[config.mk]
export PLATFORM = sky130hd
export DESIGN_NAME = decode
export DESIGN_NICKNAME = d
export VERILOG_FILES = /design/src/hdl/wiscPkg.sv /design/src/hdl/decode.sv
export VERILOG_INCLUDE_DIRS = /design/src /design/src/include
export SDC_FILE = /design/constraint.sdc
export NUM_CORES = 1
export LEC_CHECK = 0
export BUFFER_PORTS_ARGS = -buffer_cell sky130_fd_sc_hd__clkbuf_2
export CAP_MARGIN = 20
export CORE_ASPECT_RATIO = 0.5
export CORE_UTILIZATION = 60
export CTS_CLUSTER_SIZE = 40
export DETAILED_ROUTE_END_ITERATION = 7
export PLACE_DENSITY_LB_ADDON = 0.2
export SYNTH_ARGS = -nofsm -noshare
export SYNTH_HDL_FRONTEND = slang
export SYNTH_SLANG_ARGS = --single-unit
[constraint.sdc]
create_clock -name clk -period 6.7 [get_ports clk]
set_clock_uncertainty 0.1 [all_clocks]
set_input_delay 1.005 -clock clk [delete_from_list [all_inputs] [get_ports clk]]
set_output_delay 1.005 -clock clk [all_outputs]
set_load 0.01 [all_outputs]
[src/include/core_macros.svh]
// Core size macros: word width, memory address widths, register count
`ifndef CORE_MACROS_SVH
`define CORE_MACROS_SVH

// Data path and instruction word
`define WORD_WIDTH 16

// 256 instruction words
`define IMEM_ADDR_WIDTH 8

// 256 data words
`define DMEM_ADDR_WIDTH 8

// Architectural registers, r0 reads as zero
`define REG_COUNT 8

// The instruction fields in decode assume these exact values:
// 4-bit opcode, three 3-bit register fields, 6- and 9-bit offsets.
// Changing them means changing the encoding too

`endif

[src/hdl/wiscPkg.sv]
// Core package: data word type, register index type, opcode enum
`default_nettype none

`include "core_macros.svh"

package wiscPkg;

   // One data or instruction word
   typedef logic [`WORD_WIDTH-1:0] wordT;

   // Register file index
   typedef logic [$clog2(`REG_COUNT)-1:0] regAddrT;

   // Opcode in bits 15..12, codes 12 to 15 are illegal
   typedef enum logic [3:0] {
      opNop  = 4'd0,
      opAdd  = 4'd1,
      opSub  = 4'd2,
      opAnd  = 4'd3,
      opXor  = 4'd4,
      // rd = rs + simm6
      opAddi = 4'd5,
      // rd = dmem[rs + simm6]
      opLd   = 4'd6,
      // dmem[rs + simm6] = rd
      opSt   = 4'd7,
      // Branch on rs, target pc + 1 + simm6
      opBeqz = 4'd8,
      opBnez = 4'd9,
      // Target pc + 1 + simm9
      opJmp  = 4'd10,
      opHalt = 4'd11
   } opcodeT;

endpackage

`default_nettype wire

[src/hdl/decode.sv]
// Decode stage: field split, register file, hazard stall, illegal opcode check, ID/EX register
`default_nettype none

`include "core_macros.svh"

module decode (
   input  wire                         clk,
   input  wire                         arstN,
   input  wire                         advance,
   input  wire                         flush,
   input  wire                         ifValid,
   input  wiscPkg::wordT               ifInstr,
   input  wire  [`IMEM_ADDR_WIDTH-1:0] ifPc,
   input  wire                         wbEnable,
   input  wiscPkg::regAddrT            wbDest,
   input  wiscPkg::wordT               wbData,
   input  wiscPkg::regAddrT            exDest,
   input  wire                         exWrites,
   output logic                        stall,
   output logic                        idValid,
   output wiscPkg::opcodeT             idOp,
   output wiscPkg::regAddrT            idDest,
   output logic                        idWrites,
   output wiscPkg::wordT               idA,
   output wiscPkg::wordT               idB,
   output wiscPkg::wordT               idImm,
   output logic [`IMEM_ADDR_WIDTH-1:0] idPc,
   output logic                        idIllegal
);
   import wiscPkg::*;

   wordT       regs [`REG_COUNT];
   logic [3:0] opRaw;
   regAddrT    rd;
   regAddrT    rs;
   regAddrT    rt;
   regAddrT    bIdx;
   opcodeT     op;
   logic       illegal;
   logic       readsA;
   logic       readsB;
   logic       storeOp;
   logic       writes;
   wordT       imm;
   wordT       aVal;
   wordT       bVal;
   logic       aBusy;
   logic       bBusy;
   logic       take;

   assign opRaw = ifInstr[15:12];
   assign rd    = ifInstr[11:9];
   assign rs    = ifInstr[8:6];
   assign rt    = ifInstr[5:3];

   always_comb begin
      op      = opHalt;
      illegal = 1'b0;
      readsA  = 1'b0;
      readsB  = 1'b0;
      storeOp = 1'b0;
      writes  = 1'b0;
      imm     = {{(`WORD_WIDTH-6){ifInstr[5]}}, ifInstr[5:0]};
      case (opRaw)
         opNop: op = opNop;
         opAdd, opSub, opAnd, opXor: begin
            op     = opcodeT'(opRaw);
            readsA = 1'b1;
            readsB = 1'b1;
            writes = 1'b1;
         end
         opAddi, opLd: begin
            op     = opcodeT'(opRaw);
            readsA = 1'b1;
            writes = 1'b1;
         end
         opSt: begin
            op      = opSt;
            readsA  = 1'b1;
            readsB  = 1'b1;
            storeOp = 1'b1;
         end
         opBeqz, opBnez: begin
            op     = opcodeT'(opRaw);
            readsA = 1'b1;
         end
         opJmp: begin
            op  = opJmp;
            imm = {{(`WORD_WIDTH-9){ifInstr[8]}}, ifInstr[8:0]};
         end
         opHalt: op = opHalt;
         // Illegal codes travel as halt
         default: illegal = 1'b1;
      endcase
   end

   // Store data comes from rd, everything else reads rt
   assign bIdx = storeOp ? rd : rt;

   // Register read, a write in the same cycle passes straight through
   always_comb begin
      aVal = regs[rs];
      bVal = regs[bIdx];
      if (wbEnable && wbDest == rs) aVal = wbData;
      if (wbEnable && wbDest == bIdx) bVal = wbData;
      if (rs == '0) aVal = '0;
      if (bIdx == '0) bVal = '0;
   end

   assign aBusy = (idValid && idWrites && idDest == rs) || (exWrites && exDest == rs);
   assign bBusy = (idValid && idWrites && idDest == bIdx) || (exWrites && exDest == bIdx);
   assign stall = ifValid && ((readsA && aBusy) || (readsB && bBusy));

   assign take = ifValid && !stall && !flush;

   always_ff @(posedge clk) begin
      if (wbEnable) begin
         regs[wbDest] <= wbData;
      end
   end

   always_ff @(posedge clk or negedge arstN) begin
      if (!arstN) begin
         idValid  <= 1'b0;
         idWrites <= 1'b0;
      end else if (advance) begin
         idValid  <= take;
         idWrites <= take && writes && (rd != '0);
      end
   end

   always_ff @(posedge clk) begin
      if (advance) begin
         idOp      <= op;
         idDest    <= rd;
         idA       <= aVal;
         idB       <= bVal;
         idImm     <= imm;
         idPc      <= ifPc;
         idIllegal <= illegal;
      end
   end

   // Writeback never targets r0
   aNoR0Write: assert property (@(posedge clk) disable iff (!arstN)
      wbEnable |-> wbDest != '0);

endmodule

`default_nettype wire

==> flow_summary.yaml <==
floorplan:
  die_x_um: 174
  core_area_sq_mm: 0.0140
  fp-row-count: 30
  ios: 120
  dieArea_sq_mm: 0.0153
  start_util_pct: 63.4
  die_y_um: 87.9
clock_network:
  cts_tree: "built"
  cts-resized-gates: 0
  cts.sinks: 187
  numCtsBuffers: 17
  clk_pin_slew_ns: 0.07
  postCtsSetupBuffers: 0
  htreeDepth: 4
  clock_latency_ns: 0.42
  clockRootBuffer: "clkbuf_16"
  clk_path_buf_depth: 2
  postCtsHoldBufs: 0
synth:
  synth_area_per_cell_sq_um: 17.9
  synth_cell_types: 49
  async_flop_share_pct: 1.07
  synth.ff_latch_count: 187
  synth.cell_area_sq_mm: 0.00885
  ys.flop_type: "edfxtp_1"
  syn_inst: 494
  synth_edf_count: 185
  ys_warn_count: 0
  seq_area_frac_synth_pct: 63.3
  synth_nets: 547
layout:
  drive_above_1_share_pct: 40.8
  fill_cells: 848
  finalNetCount: 658
  post-route-util_pct: 72.3
  diodes: 0
  area_growth_pct: 14.1
route:
  detail-route-antenna-nets: 0
  routed_wirelength_um: 20200
  first_iter_violations: 423
  routedWlPerCell_um: 25.0
  drt_pass1_iterations: 6
  vias: 5257
  via_per_inst: 6.49
  drc: 0
sta:
  whs_ns: 0.255
  drv_slew: 0
  slew_headroom_pct: 26.1
  rsz0062_at_grt: "no"
  finalWorstSetupSlack_ns: 2.59
  setup_tns_ns: 0
  tightest_slew_ns: 1.11
  fin_crit_ns: 4.11
  timing.fmax_mhz: 243
  setup_viol: 0
  fin_crit_sh_pct: 61.4
  hold_viol_final: 0
placement:
  hpwl_um: 11800
  gp_congestion: 0.858
  pre_cts_ws_ns: 2.59
  portBuffers: 119
critical_path:
  worstPathArrival_ns: 3.01
  critPathMostFrequentCell: "clkbuf_2"
  max_stage_delay_ns: 0.53
  worstPathMaxFanout: 21
  path_cells: "clkbuf_2 > xor2_1 > or4_1 > a21oi_1 > a41o_1 > o21a_1 > clkbuf_2"
  critPathRequiredTime_ns: 5.59
  cp-start-kind: "primary input"
  critPathSlowestCell: "clkbuf_2"
  worst_setup_path_end_kind: "output port"
  worstSetupPathType: "primary input to output port"
global_route:
  grt_max_degree: 61
  grt_usage_pct: 27.8
  grt_antenna_before_repair: 0
  grt_pass1_vias: 5279
  overflow: 0
  grt_pass1_wl_um: 30000
run:
  cap_violations: 0
status:
  status: "finished clean"
pwr:
  max-vdd-ir-drop_mv: 0.165
  finalPower_w: 0.00266
  powerDensity_mw_per_mm2: 263
  power.leakage_nw: 3.69
worst_hold_path:
  hold_path.class: "primary input to async pin"
[report_power, final]
| part | switching [W] | internal [W] | total (W) | leakage [nW] |
|---|---|---|---|---|
| Clock | 0.000449 | 0.000520 | 0.000969 | 0.269 |
| Combinational | 0.000170 | 0.000138 | 0.000309 | 1.67 |
| Sequential | 0.0000257 | 0.00136 | 0.00138 | 1.75 |
| Total | 0.000645 | 0.00201 | 0.00266 | 3.69 |
[path summary, 6_finish.rpt]
kind	slack [ns]	startpoint	cells after the start	endpoint
setup reg to reg	4.81	idDest[1]$_DFFE_PP_	5	idValid$_DFFE_PN0P_
setup / recovery	2.59	ifInstr[8]	7	stall
min in group clk	0.45	idWrites$_DFFE_PN0P_	2	idWrites$_DFFE_PN0P_
hold / removal	0.25	arstN	1	idValid$_DFFE_PN0P_
hold reg to reg	0.45	idWrites$_DFFE_PN0P_	2	idWrites$_DFFE_PN0P_
max in group asynchronous	6.15	arstN	1	idWrites$_DFFE_PN0P_
[critical path, delay by kind of cell]
family	cells	cell delay, ns
XOR/XNOR	1	0.34
AND/OR/NAND/NOR	1	0.53
buffers and inverters	2	0.65
AO/OA/AOI/OAI	3	0.47
[per-stage QoR]
step	instance area, sq um	std cells
floorplan	8850	494
global placement	9540	778
detailed placement	9540	778
CTS	10100	810
global route	10100	810
finish	10100	810
[flip-flops by register name, summed over array words and instances, names as in the netlist]
| register | cells |
|---|---|
| idValid | 1 |
| idA | 16 |
| idB | 16 |
| regs | 128 |
| idImm | 9 |
| idPc | 8 |
| idWrites | 1 |
| idIllegal | 1 |
| idDest | 3 |
| idOp | 4 |
[cells in the mapped netlist, drive strengths merged, types with 2 or more instances]
cell type,number,area share [%]
o2111ai,2,0.20
mux2,2,0.30
or2,5,0.35
edfxtp,185,63
a221oi,2,0.20
a41o,4,0.45
mux4,64,16
nor3,3,0.17
nand2b,7,0.49
nor2,27,1.1
a21oi,6,0.38
o32ai,17,2.4
nor2b,2,0.14
or3,2,0.14
xor2,8,0.79
nand3,2,0.11
o21ai,4,0.23
nand2,8,0.34
a211oi,17,1.4
inv,23,0.98
dfrtp,2,0.57
clkbuf,9,0.40
nand4,3,0.21
buf,32,2.7
mux2i,36,4.2
xnor2,8,0.79
[area by class of cell]
| class | count | area [sq um] | share of cell area, % |
|---|---|---|---|
| clock inverter | 14 | 133 | 1.31 |
| sequential | 187 | 5610 | 55.5 |
| inverter | 23 | 86.3 | 0.855 |
| multi-input combinational | 243 | 2900 | 28.8 |
| timing repair buffer | 133 | 701 | 6.94 |
| clock buffer | 18 | 429 | 4.25 |
| tap | 192 | 240 | 2.38 |
[per-layer routing]
metal	wire, um	vias to the layer above	GRT usage, %	part of all wire [%]
met2	9920	306	45.5	49
met4	264	0	9.65	1.3
met1	8410	2678	38.4	42
met5	0	-	0	0
li1	-	2247	-	-
met3	1630	26	5.43	8.0
[logic make-up after synthesis]
| family | after synthesis | synth area share (%) |
|---|---|---|
| AOI/OAI and AO/OA | 59 | 6.15 |
| xor gates and xnor gates | 16 | 1.58 |
| DFF | 187 | 63.3 |
| and+or+nand+nor | 66 | 4.04 |
| muxes | 102 | 20.8 |
| buffers and inverters | 64 | 4.09 |
[cell usage in the layout, fill, tap and decap left out, drive strengths merged, types with 7 or more instances in the layout]
cell,synthesis,final
mux2i,36,36
nand2,8,8
nand2b,7,7
xor2,8,8
o32ai,17,17
mux4,64,64
buf,32,14
inv,23,29
clkbuf,9,137
edfxtp,185,185
xnor2,8,8
nor2,27,27
a211oi,17,17
Note: power is estimated with default switching activity, not from simulation.
