<file path="src/include/core_macros.svh">
// Core size macros: word width, memory address widths, register count
`ifndef CORE_MACROS_SVH
`define CORE_MACROS_SVH

// Data path and instruction word
`define WORD_WIDTH 16

// 256 instruction words
`define IMEM_ADDR_WIDTH 8

// 256 data words
`define DMEM_ADDR_WIDTH 8

// Architectural registers, r0 reads as zero
`define REG_COUNT 8

// The instruction fields in decode assume these exact values:
// 4-bit opcode, three 3-bit register fields, 6- and 9-bit offsets.
// Changing them means changing the encoding too

`endif

</file>
<file path="src/hdl/wiscPkg.sv">
// Core package: data word type, register index type, opcode enum
`default_nettype none

`include "core_macros.svh"

package wiscPkg;

   // One data or instruction word
   typedef logic [`WORD_WIDTH-1:0] wordT;

   // Register file index
   typedef logic [$clog2(`REG_COUNT)-1:0] regAddrT;

   // Opcode in bits 15..12, codes 12 to 15 are illegal
   typedef enum logic [3:0] {
      opNop  = 4'd0,
      opAdd  = 4'd1,
      opSub  = 4'd2,
      opAnd  = 4'd3,
      opXor  = 4'd4,
      // rd = rs + simm6
      opAddi = 4'd5,
      // rd = dmem[rs + simm6]
      opLd   = 4'd6,
      // dmem[rs + simm6] = rd
      opSt   = 4'd7,
      // Branch on rs, target pc + 1 + simm6
      opBeqz = 4'd8,
      opBnez = 4'd9,
      // Target pc + 1 + simm9
      opJmp  = 4'd10,
      opHalt = 4'd11
   } opcodeT;

endpackage

`default_nettype wire

</file>
<file path="src/hdl/execute.sv">
// Execute stage: ALU, branch and jump resolution, halt detection, EX/MEM register
`default_nettype none

`include "core_macros.svh"

module execute (
   input  wire                         clk,
   input  wire                         arstN,
   input  wire                         advance,
   input  wire                         idValid,
   input  wiscPkg::opcodeT             idOp,
   input  wiscPkg::regAddrT            idDest,
   input  wire                         idWrites,
   input  wiscPkg::wordT               idA,
   input  wiscPkg::wordT               idB,
   input  wiscPkg::wordT               idImm,
   input  wire  [`IMEM_ADDR_WIDTH-1:0] idPc,
   input  wire                         idIllegal,
   output logic                        redirect,
   output logic [`IMEM_ADDR_WIDTH-1:0] redirectPc,
   output logic                        haltSeen,
   output logic                        illegalSeen,
   output logic                        exValid,
   output wiscPkg::opcodeT             exOp,
   output wiscPkg::regAddrT            exDest,
   output logic                        exWrites,
   output wiscPkg::wordT               exResult,
   output wiscPkg::wordT               exStoreData
);
   import wiscPkg::*;

   wordT aluOut;
   logic taken;

   always_comb begin
      aluOut = '0;
      taken  = 1'b0;
      case (idOp)
         opAdd:  aluOut = idA + idB;
         opSub:  aluOut = idA - idB;
         opAnd:  aluOut = idA & idB;
         opXor:  aluOut = idA ^ idB;
         // Sum doubles as the memory address
         opAddi, opLd, opSt: aluOut = idA + idImm;
         opBeqz: taken = (idA == '0);
         opBnez: taken = (idA != '0);
         opJmp:  taken = 1'b1;
         default: aluOut = '0;
      endcase
   end

   // Target wraps within the instruction memory
   assign redirectPc  = idPc + 1'b1 + idImm[`IMEM_ADDR_WIDTH-1:0];
   assign redirect    = idValid && taken;
   assign haltSeen    = idValid && (idOp == opHalt);
   assign illegalSeen = haltSeen && idIllegal;

   always_ff @(posedge clk or negedge arstN) begin
      if (!arstN) begin
         exValid  <= 1'b0;
         exWrites <= 1'b0;
      end else if (advance) begin
         exValid  <= idValid;
         exWrites <= idValid && idWrites;
      end
   end

   always_ff @(posedge clk) begin
      if (advance) begin
         exOp        <= idOp;
         exDest      <= idDest;
         exResult    <= aluOut;
         exStoreData <= idB;
      end
   end

endmodule

`default_nettype wire

</file>
<file path="config.mk">
export PLATFORM = sky130hd
export DESIGN_NAME = execute
export DESIGN_NICKNAME = d
export VERILOG_FILES = /design/src/hdl/wiscPkg.sv /design/src/hdl/execute.sv
export VERILOG_INCLUDE_DIRS = /design/src /design/src/include
export SDC_FILE = /design/constraint.sdc
export NUM_CORES = 1
export LEC_CHECK = 0
export BUFFER_PORTS_ARGS = -buffer_cell sky130_fd_sc_hd__buf_2
export CAP_MARGIN = 20
export CELL_PAD_IN_SITES_DETAIL_PLACEMENT = 0
export CELL_PAD_IN_SITES_GLOBAL_PLACEMENT = 1
export CORE_ASPECT_RATIO = 0.8
export CORE_MARGIN = 5
export CORE_UTILIZATION = 40
export CTS_BUF_LIST = sky130_fd_sc_hd__clkbuf_16
export DETAILED_ROUTE_END_ITERATION = 10
export GPL_TIMING_DRIVEN = 0
export PLACE_DENSITY_LB_ADDON = 0.1
export SLEW_MARGIN = 10
export SYNTH_ARGS = -nofsm -noshare
export SYNTH_HDL_FRONTEND = slang
export SYNTH_SLANG_ARGS = --single-unit
</file>
<file path="constraint.sdc">
create_clock -name clk -period 5.13 [get_ports clk]
set_input_delay 1.2825 -clock clk [delete_from_list [all_inputs] [get_ports clk]]
set_output_delay 1.2825 -clock clk [all_outputs]
set_load 0.05 [all_outputs]
</file>
==> results of run 1 <==
cell usage in the layout, fill, tap and decap left out, types with 6 or more instances in the layout:
cell type	count
a21oi_1	16
ha_1	44
nor2_1	17
nand2_1	21
a22oi_1	15
inv_1	22
xnor2_1	11
a21o_1	8
o21ai_0	29
edfxtp_1	39
clkbuf_1	6
xor2_1	11
nor3_1	11
buf_2	120
stage by stage:
stage	instance area, um^2	hold slack (ns)	setup WS, ns	setup TNS [ns]	instances
global placement	4010	0.486	-0.480	-1.67	555
finish	4230	0.506	0.193	0	565
global route	4230	0.533	0.00198	0	565
CTS	4190	0.515	0.0458	0	563
floorplan	3270	0.748	0.280	0	327
detailed placement	4020	0.503	-0.571	-2.10	555
registers in the layout, summed over array words and instances (netlist names):
signal       count
exStoreData     16
exDest           3
exValid          1
exResult        16
exOp             4
exWrites         1
path summary, 6_finish.rpt:
path | to | slack (ns) | cells past startpoint | start
max | exResult[13] | 0.19 | 15 | idOp[3]
min | exValid | 0.51 | 1 | exValid
min in group asynchronous | exWrites | 0.78 | 1 | arstN
max reg2reg | exValid | 4.39 | 1 | exValid
min reg2reg | exValid | 0.51 | 1 | exValid
max in group asynchronous | exValid | 4.26 | 1 | arstN
area by class of cell:
cell class	count	share of cell area, %
well taps	108	3.20
flip-flops and latches	41	28.9
clock inverters	3	0.918
repair buffers	122	14.6
multi-input cells	257	46.8
plain buffers	8	0.829
clock buffers	5	2.96
inverters	21	1.87
cells by family after synthesis:
logic type,Yosys count
buffers and inverters,29
multiplexers,1
AO/OA/AOI/OAI,107
adder cells (fa/ha/maj),46
flip-flops,41
XOR/XNOR,22
AND/OR/NAND/NOR,81
Yosys cell counts, types with 3 or more instances:
cell type | instances | area [um^2]
a21o_1 | 8 | 60.1
a21oi_1 | 16 | 80.1
a221o_1 | 4 | 40.0
a222oi_1 | 5 | 50.1
a22oi_1 | 15 | 113
clkbuf_1 | 8 | 30.0
edfxtp_1 | 39 | 1170
ha_1 | 44 | 551
inv_1 | 21 | 78.8
nand2_1 | 21 | 78.8
nand2b_1 | 3 | 18.8
nand3_1 | 5 | 25.0
nand3b_1 | 3 | 22.5
nor2_1 | 18 | 67.6
nor3_1 | 11 | 55.1
nor4_1 | 4 | 25.0
o21a_1 | 5 | 37.5
o21ai_0 | 29 | 145
o311ai_0 | 3 | 26.3
o31ai_1 | 5 | 37.5
or3_1 | 4 | 25.0
xnor2_1 | 11 | 96.3
xor2_1 | 11 | 96.3
power groups by stage:
stage / Clock, W / Sequential (W) / Combinational (W)
floorplan: 0 / 0.000539 / 0.000219
global placement: 0 / 0.000420 / 0.000470
detailed placement: 0 / 0.000421 / 0.000473
CTS: 0.000371 / 0.000414 / 0.000477
global route: 0.000390 / 0.000417 / 0.000523
finish: 0.000362 / 0.000414 / 0.000482
repair_timing:
item,4_1_cts,5_1_grt
endpoints found under the hold margin,0,0
setup buffers,0,2
endpoints found under the setup margin,3,4
gates resized for setup,3,8
metal layers:
layer / up-vias / GRT usage [%]
met1: 1415 / 26.5
met4: 0 / 4.26
met5: - / 0
met2: 105 / 29.0
li1: 1532 / -
met3: 12 / 4.96
==> results.sh, run 1 <==
export IMPL_fin_util_pct=53.2
export IMPL_regArea_mm2=0.00122
export IMPL_wl_met3_um=699
export IMPL_m1WireLength_um=4620
export IMPL_synthArstFlopShare_pct=4.88
export IMPL_max_slew_margin_pct=37.1
export IMPL_htreeDepth=2
export IMPL_fmax_ghz=0.203
export IMPL_cp_slowest_cell="or4b_2"
export IMPL_multi_input_area_mm2=0.00198
export IMPL_dieArea_mm2=0.0101
export IMPL_vdd_drop_max_uv=125
export IMPL_synth_simple_area_share_pct=12.7
export IMPL_grt_max_degree=43
export IMPL_tightest_slew_ns=0.944
export IMPL_nNetsFinal=571
export IMPL_synth_xor_area_share_pct=5.88
export IMPL_rsz0062_at_grt="false"
export IMPL_muxShareOfSynthArea_pct=0.344
export IMPL_synthAdderAreaFrac_pct=18.0
export IMPL_maxSlewViolCount=0
export IMPL_p_leak_nw=1.89
export IMPL_status="complete, no violations"
export IMPL_fin_skew_ns=0
export IMPL_ys_ff_latch=41
export IMPL_syn_cell_area_mm2=0.00327
export IMPL_nFillCells=787
export IMPL_postCtsHoldBufs=0
export IMPL_hold_class="flop to flop"
export IMPL_syn_avg_cell_area_um2=10.0
export IMPL_grt_pass1_vias=3017
export IMPL_numCtsBuffers=5
export IMPL_p_per_area_mw_per_mm2=298
export IMPL_vias_per_cell=5.42
export IMPL_hold_violations=0
export IMPL_seqPwrFrac_pct=32.9
export IMPL_synth_top_family_by_area="compound AO/OA/AOI/OAI gates"
export IMPL_synth_top_flop_cell="edfxtp_1"
export IMPL_synth_distinct_cells=51
export IMPL_die_x_um=111
export IMPL_drive_gt1_share_pct=31.5
export IMPL_port_buffers=120
export IMPL_num_rows=29
export IMPL_yosysWarnings=0
export IMPL_post_dp_hpwl_um=7610
export IMPL_p_total_w=0.00126
export IMPL_swShare_pct=37.8
export IMPL_period_minus_slack_ns=4.94
export IMPL_setup_worst_path_class="input pin to flop"
export IMPL_wirelength_um=9540
export IMPL_max_clock_path_buffers=2
export IMPL_arrival_ns=4.95
export IMPL_switchingPower_w=0.000476
export IMPL_antenna_found_initial=0
export IMPL_cp_max_fo=8
export IMPL_highest_layer="met4"
export IMPL_synth_edf_count=39
export IMPL_required_ns=5.14
export IMPL_cts_tree="done"
export IMPL_die_y_um=90.9
export IMPL_p_clk_share_pct=28.8
export IMPL_drt_pass1_iterations=4
export IMPL_cp_start_kind="input pin"
export IMPL_drc=0
export IMPL_seq_area_frac_synth_pct=37.3
export IMPL_cts_sinks=41
export IMPL_crit_path_end_kind="flop"
export IMPL_path_cells="buf_2 -> or4b_2 -> clkbuf_1 -> o21ai_0 -> buf_4 -> nand2_1 -> a221o_1 -> ha_1 -> and3_1 -> a221oi_4 -> o31ai_1 -> a21bo_2 -> o31ai_1 -> xor2_1 -> o21ai_0"
export IMPL_clk_latency_ns=0.28
export IMPL_grt_usage_pct=18.8
export IMPL_area_delta_synth_final_pct=29.1
export IMPL_clockRootBuffer="clkbuf_16"
export IMPL_io_pins=121
export IMPL_vias=3064
export IMPL_combPwrFrac_pct=38.3
export IMPL_path_buf_inv=3
export IMPL_fin_crit_sh_pct=96.2
export IMPL_path_delay_family="compound AO/OA/AOI/OAI gates"
export IMPL_drt_initial_drc_count=128
export IMPL_gp_congestion=0.846
export IMPL_cap_violations=0
export IMPL_ant_nets=0
export IMPL_intPower_w=0.000782
export IMPL_grt_pass1_wl_um=15400
export IMPL_start_util_pct=41.2
export IMPL_n_antenna_cell=0
export IMPL_synth_compound_area_share_pct=22.4
export IMPL_synth_fp_nets=442
export IMPL_wl_met2_um=4120
export IMPL_finalSetupViolCount=0
export IMPL_critPathMaxStageDelay_ns=0.66
export IMPL_synthCells=327
export IMPL_clkTransAtPathRegs_ns=0.06
export IMPL_core_mm2=0.00795
export IMPL_gr_total_overflow=0
export IMPL_wl_per_cell_um=16.9
(Power assumes the default switching activity.)
==> run 2: changes to the inputs <==
--- a/config.mk
+++ b/config.mk
@@ -14,9 +14,11 @@
 export CORE_MARGIN = 5
 export CORE_UTILIZATION = 40
 export CTS_BUF_LIST = sky130_fd_sc_hd__clkbuf_16
+export CTS_CLUSTER_SIZE = 12
 export DETAILED_ROUTE_END_ITERATION = 10
 export GPL_TIMING_DRIVEN = 0
 export PLACE_DENSITY_LB_ADDON = 0.1
+export RECOVER_POWER = 25
 export SLEW_MARGIN = 10
 export SYNTH_ARGS = -nofsm -noshare
 export SYNTH_HDL_FRONTEND = slang
==> results.sh, run 2 (same netlist as run 1, synthesis figures left out) <==
export IMPL_htreeDepth=2
export IMPL_grt_pass1_vias=3017
export IMPL_cp_slowest_cell="or4b_2"
export IMPL_path_buf_inv=3
export IMPL_rsz0062_at_grt="false"
export IMPL_pre_cts_slack_ns=-0.571
export IMPL_post_dp_hpwl_um=7610
export IMPL_final_cell_area_mm2=0.00421
export IMPL_cts_tree="done"
export IMPL_grt_pass1_wl_um=15400
export IMPL_drt_initial_drc_count=127
export IMPL_path_cells="buf_2 -> or4b_2 -> clkbuf_1 -> o21ai_0 -> buf_4 -> nand2_1 -> a221o_1 -> ha_1 -> and3_1 -> a221oi_4 -> o31ai_1 -> a21bo_2 -> o31ai_1 -> xor2_1 -> o21ai_0"
export IMPL_port_buffers=120
export IMPL_path_delay_family="compound AO/OA/AOI/OAI gates"
export IMPL_place_area_mm2=0.00402
export IMPL_vias=3042
export IMPL_max_clock_path_buffers=2
export IMPL_numCtsBuffers=5
export IMPL_final_common_cell="buf_2"
export IMPL_antenna_found_initial=0
export IMPL_fin_util_pct=52.9
export IMPL_clk_latency_ns=0.28
export IMPL_num_rows=29
export IMPL_tightest_slew_ns=2.28
export IMPL_fin_crit_sh_pct=95.9
export IMPL_critPathMaxStageDelay_ns=0.66
export IMPL_ant_nets=0
export IMPL_die_y_um=90.9
export IMPL_grt_usage_pct=18.8
export IMPL_setup_worst_path_class="input pin to flop"
export IMPL_dieArea_mm2=0.0101
export IMPL_fmax_ghz=0.203
export IMPL_violations="max-capacitance violations, max-slew violations"
export IMPL_largestRegisters="exResult: 16 flops, exStoreData: 16 flops, exOp: 4 flops"
export IMPL_highest_layer="met4"
export IMPL_wl_met3_um=656
export IMPL_finalSetupViolCount=0
export IMPL_drt_pass1_iterations=4
export IMPL_vias_per_cell=5.38
export IMPL_p_leak_nw=1.85
export IMPL_m1WireLength_um=4670
export IMPL_required_ns=5.14
export IMPL_period_minus_slack_ns=4.92
export IMPL_cts_sinks=41
export IMPL_clockRootBuffer="clkbuf_16"
export IMPL_max_slew_margin_pct=-51.9
export IMPL_cap_violations=1
export IMPL_p_per_area_mw_per_mm2=299
export IMPL_cp_max_fo=8
export IMPL_status="finished with violations"
export IMPL_grt_max_degree=43
export IMPL_crit_path_end_kind="flop"
export IMPL_reg2reg_slack_ns=4.39
export IMPL_wl_met2_um=4080
export IMPL_io_pins=121
export IMPL_wirelength_um=9520
export IMPL_start_util_pct=41.2
export IMPL_p_total_w=0.00126
export IMPL_arrival_ns=4.93
export IMPL_hold_violations=0
export IMPL_hold_path_startpoint="exValid"
export IMPL_drive_gt1_share_pct=27.8
export IMPL_setup_ws_ns=0.209
export IMPL_hold_class="flop to flop"
export IMPL_cp_start_kind="input pin"
export IMPL_vdd_drop_max_uv=126
export IMPL_nNetsFinal=571
export IMPL_gr_total_overflow=0
export IMPL_area_delta_synth_final_pct=28.4
export IMPL_rr_startpoint="exValid"
export IMPL_gp_congestion=0.846
export IMPL_fin_skew_ns=0
export IMPL_layout_common_cells="buf_2 (103), ha_1 (44), edfxtp_1 (39)"
export IMPL_crit_start="idOp[3]"
export IMPL_clkTransAtPathRegs_ns=0.06
export IMPL_core_mm2=0.00795
export IMPL_die_x_um=111
export IMPL_n_antenna_cell=0
export IMPL_maxSlewViolCount=43
export IMPL_wl_per_cell_um=16.9
export IMPL_drc=0
[run 2: changes by cell type in the layout (fill, tap and decap cells not counted), sizes merged]
cell / delta
buf: -17
clkbuf: +17
[run 2: final timing paths]
check,end,cells after the start
max in group asynchronous,exValid,1
worst min-delay path,exValid,1
worst max register to register,exValid,1
worst max-delay path,exResult[13],15
worst min register to register,exValid,1
min in group asynchronous,exWrites,1
[run 2: metrics by stage]
step	instances	TNS, ns	hold slack [ns]
2_1_floorplan	327	0	0.748
3_3_place_gp	555	-1.67	0.486
3_5_place_dp	555	-2.10	0.503
4_1_cts	563	0	0.515
6_report	565	0	0.506
5_1_grt	565	0	0.533
[run 2: final cells by class]
type	instances	area, um^2
Fill cell	804	3740
Multi-Input combinational cell	257	1980
Sequential cell	41	1220
Timing Repair Buffer	122	594
Tap cell	108	135
Clock buffer	5	125
Inverter	21	78.8
Clock inverter	3	38.8
Buffer	8	35.0
[run 2: layer usage]
metal	track usage [%]	up-vias
li1	-	1528
met1	26.5	1401
met2	29.0	101
met3	4.96	12
met4	4.26	0
met5	0	-
[run 2: repair_timing]
action	CTS	global route
hold buffers	0	0
gates resized for setup	3	8
buffers inserted	0	2
setup endpoints to repair	3	4
[run 2: power breakdown]
part | internal [W] | switching (W) | total [W]
Sequential | 0.000407 | 0.00000746 | 0.000414
Clock | 0.000227 | 0.000136 | 0.000363
Combinational | 0.000146 | 0.000333 | 0.000479
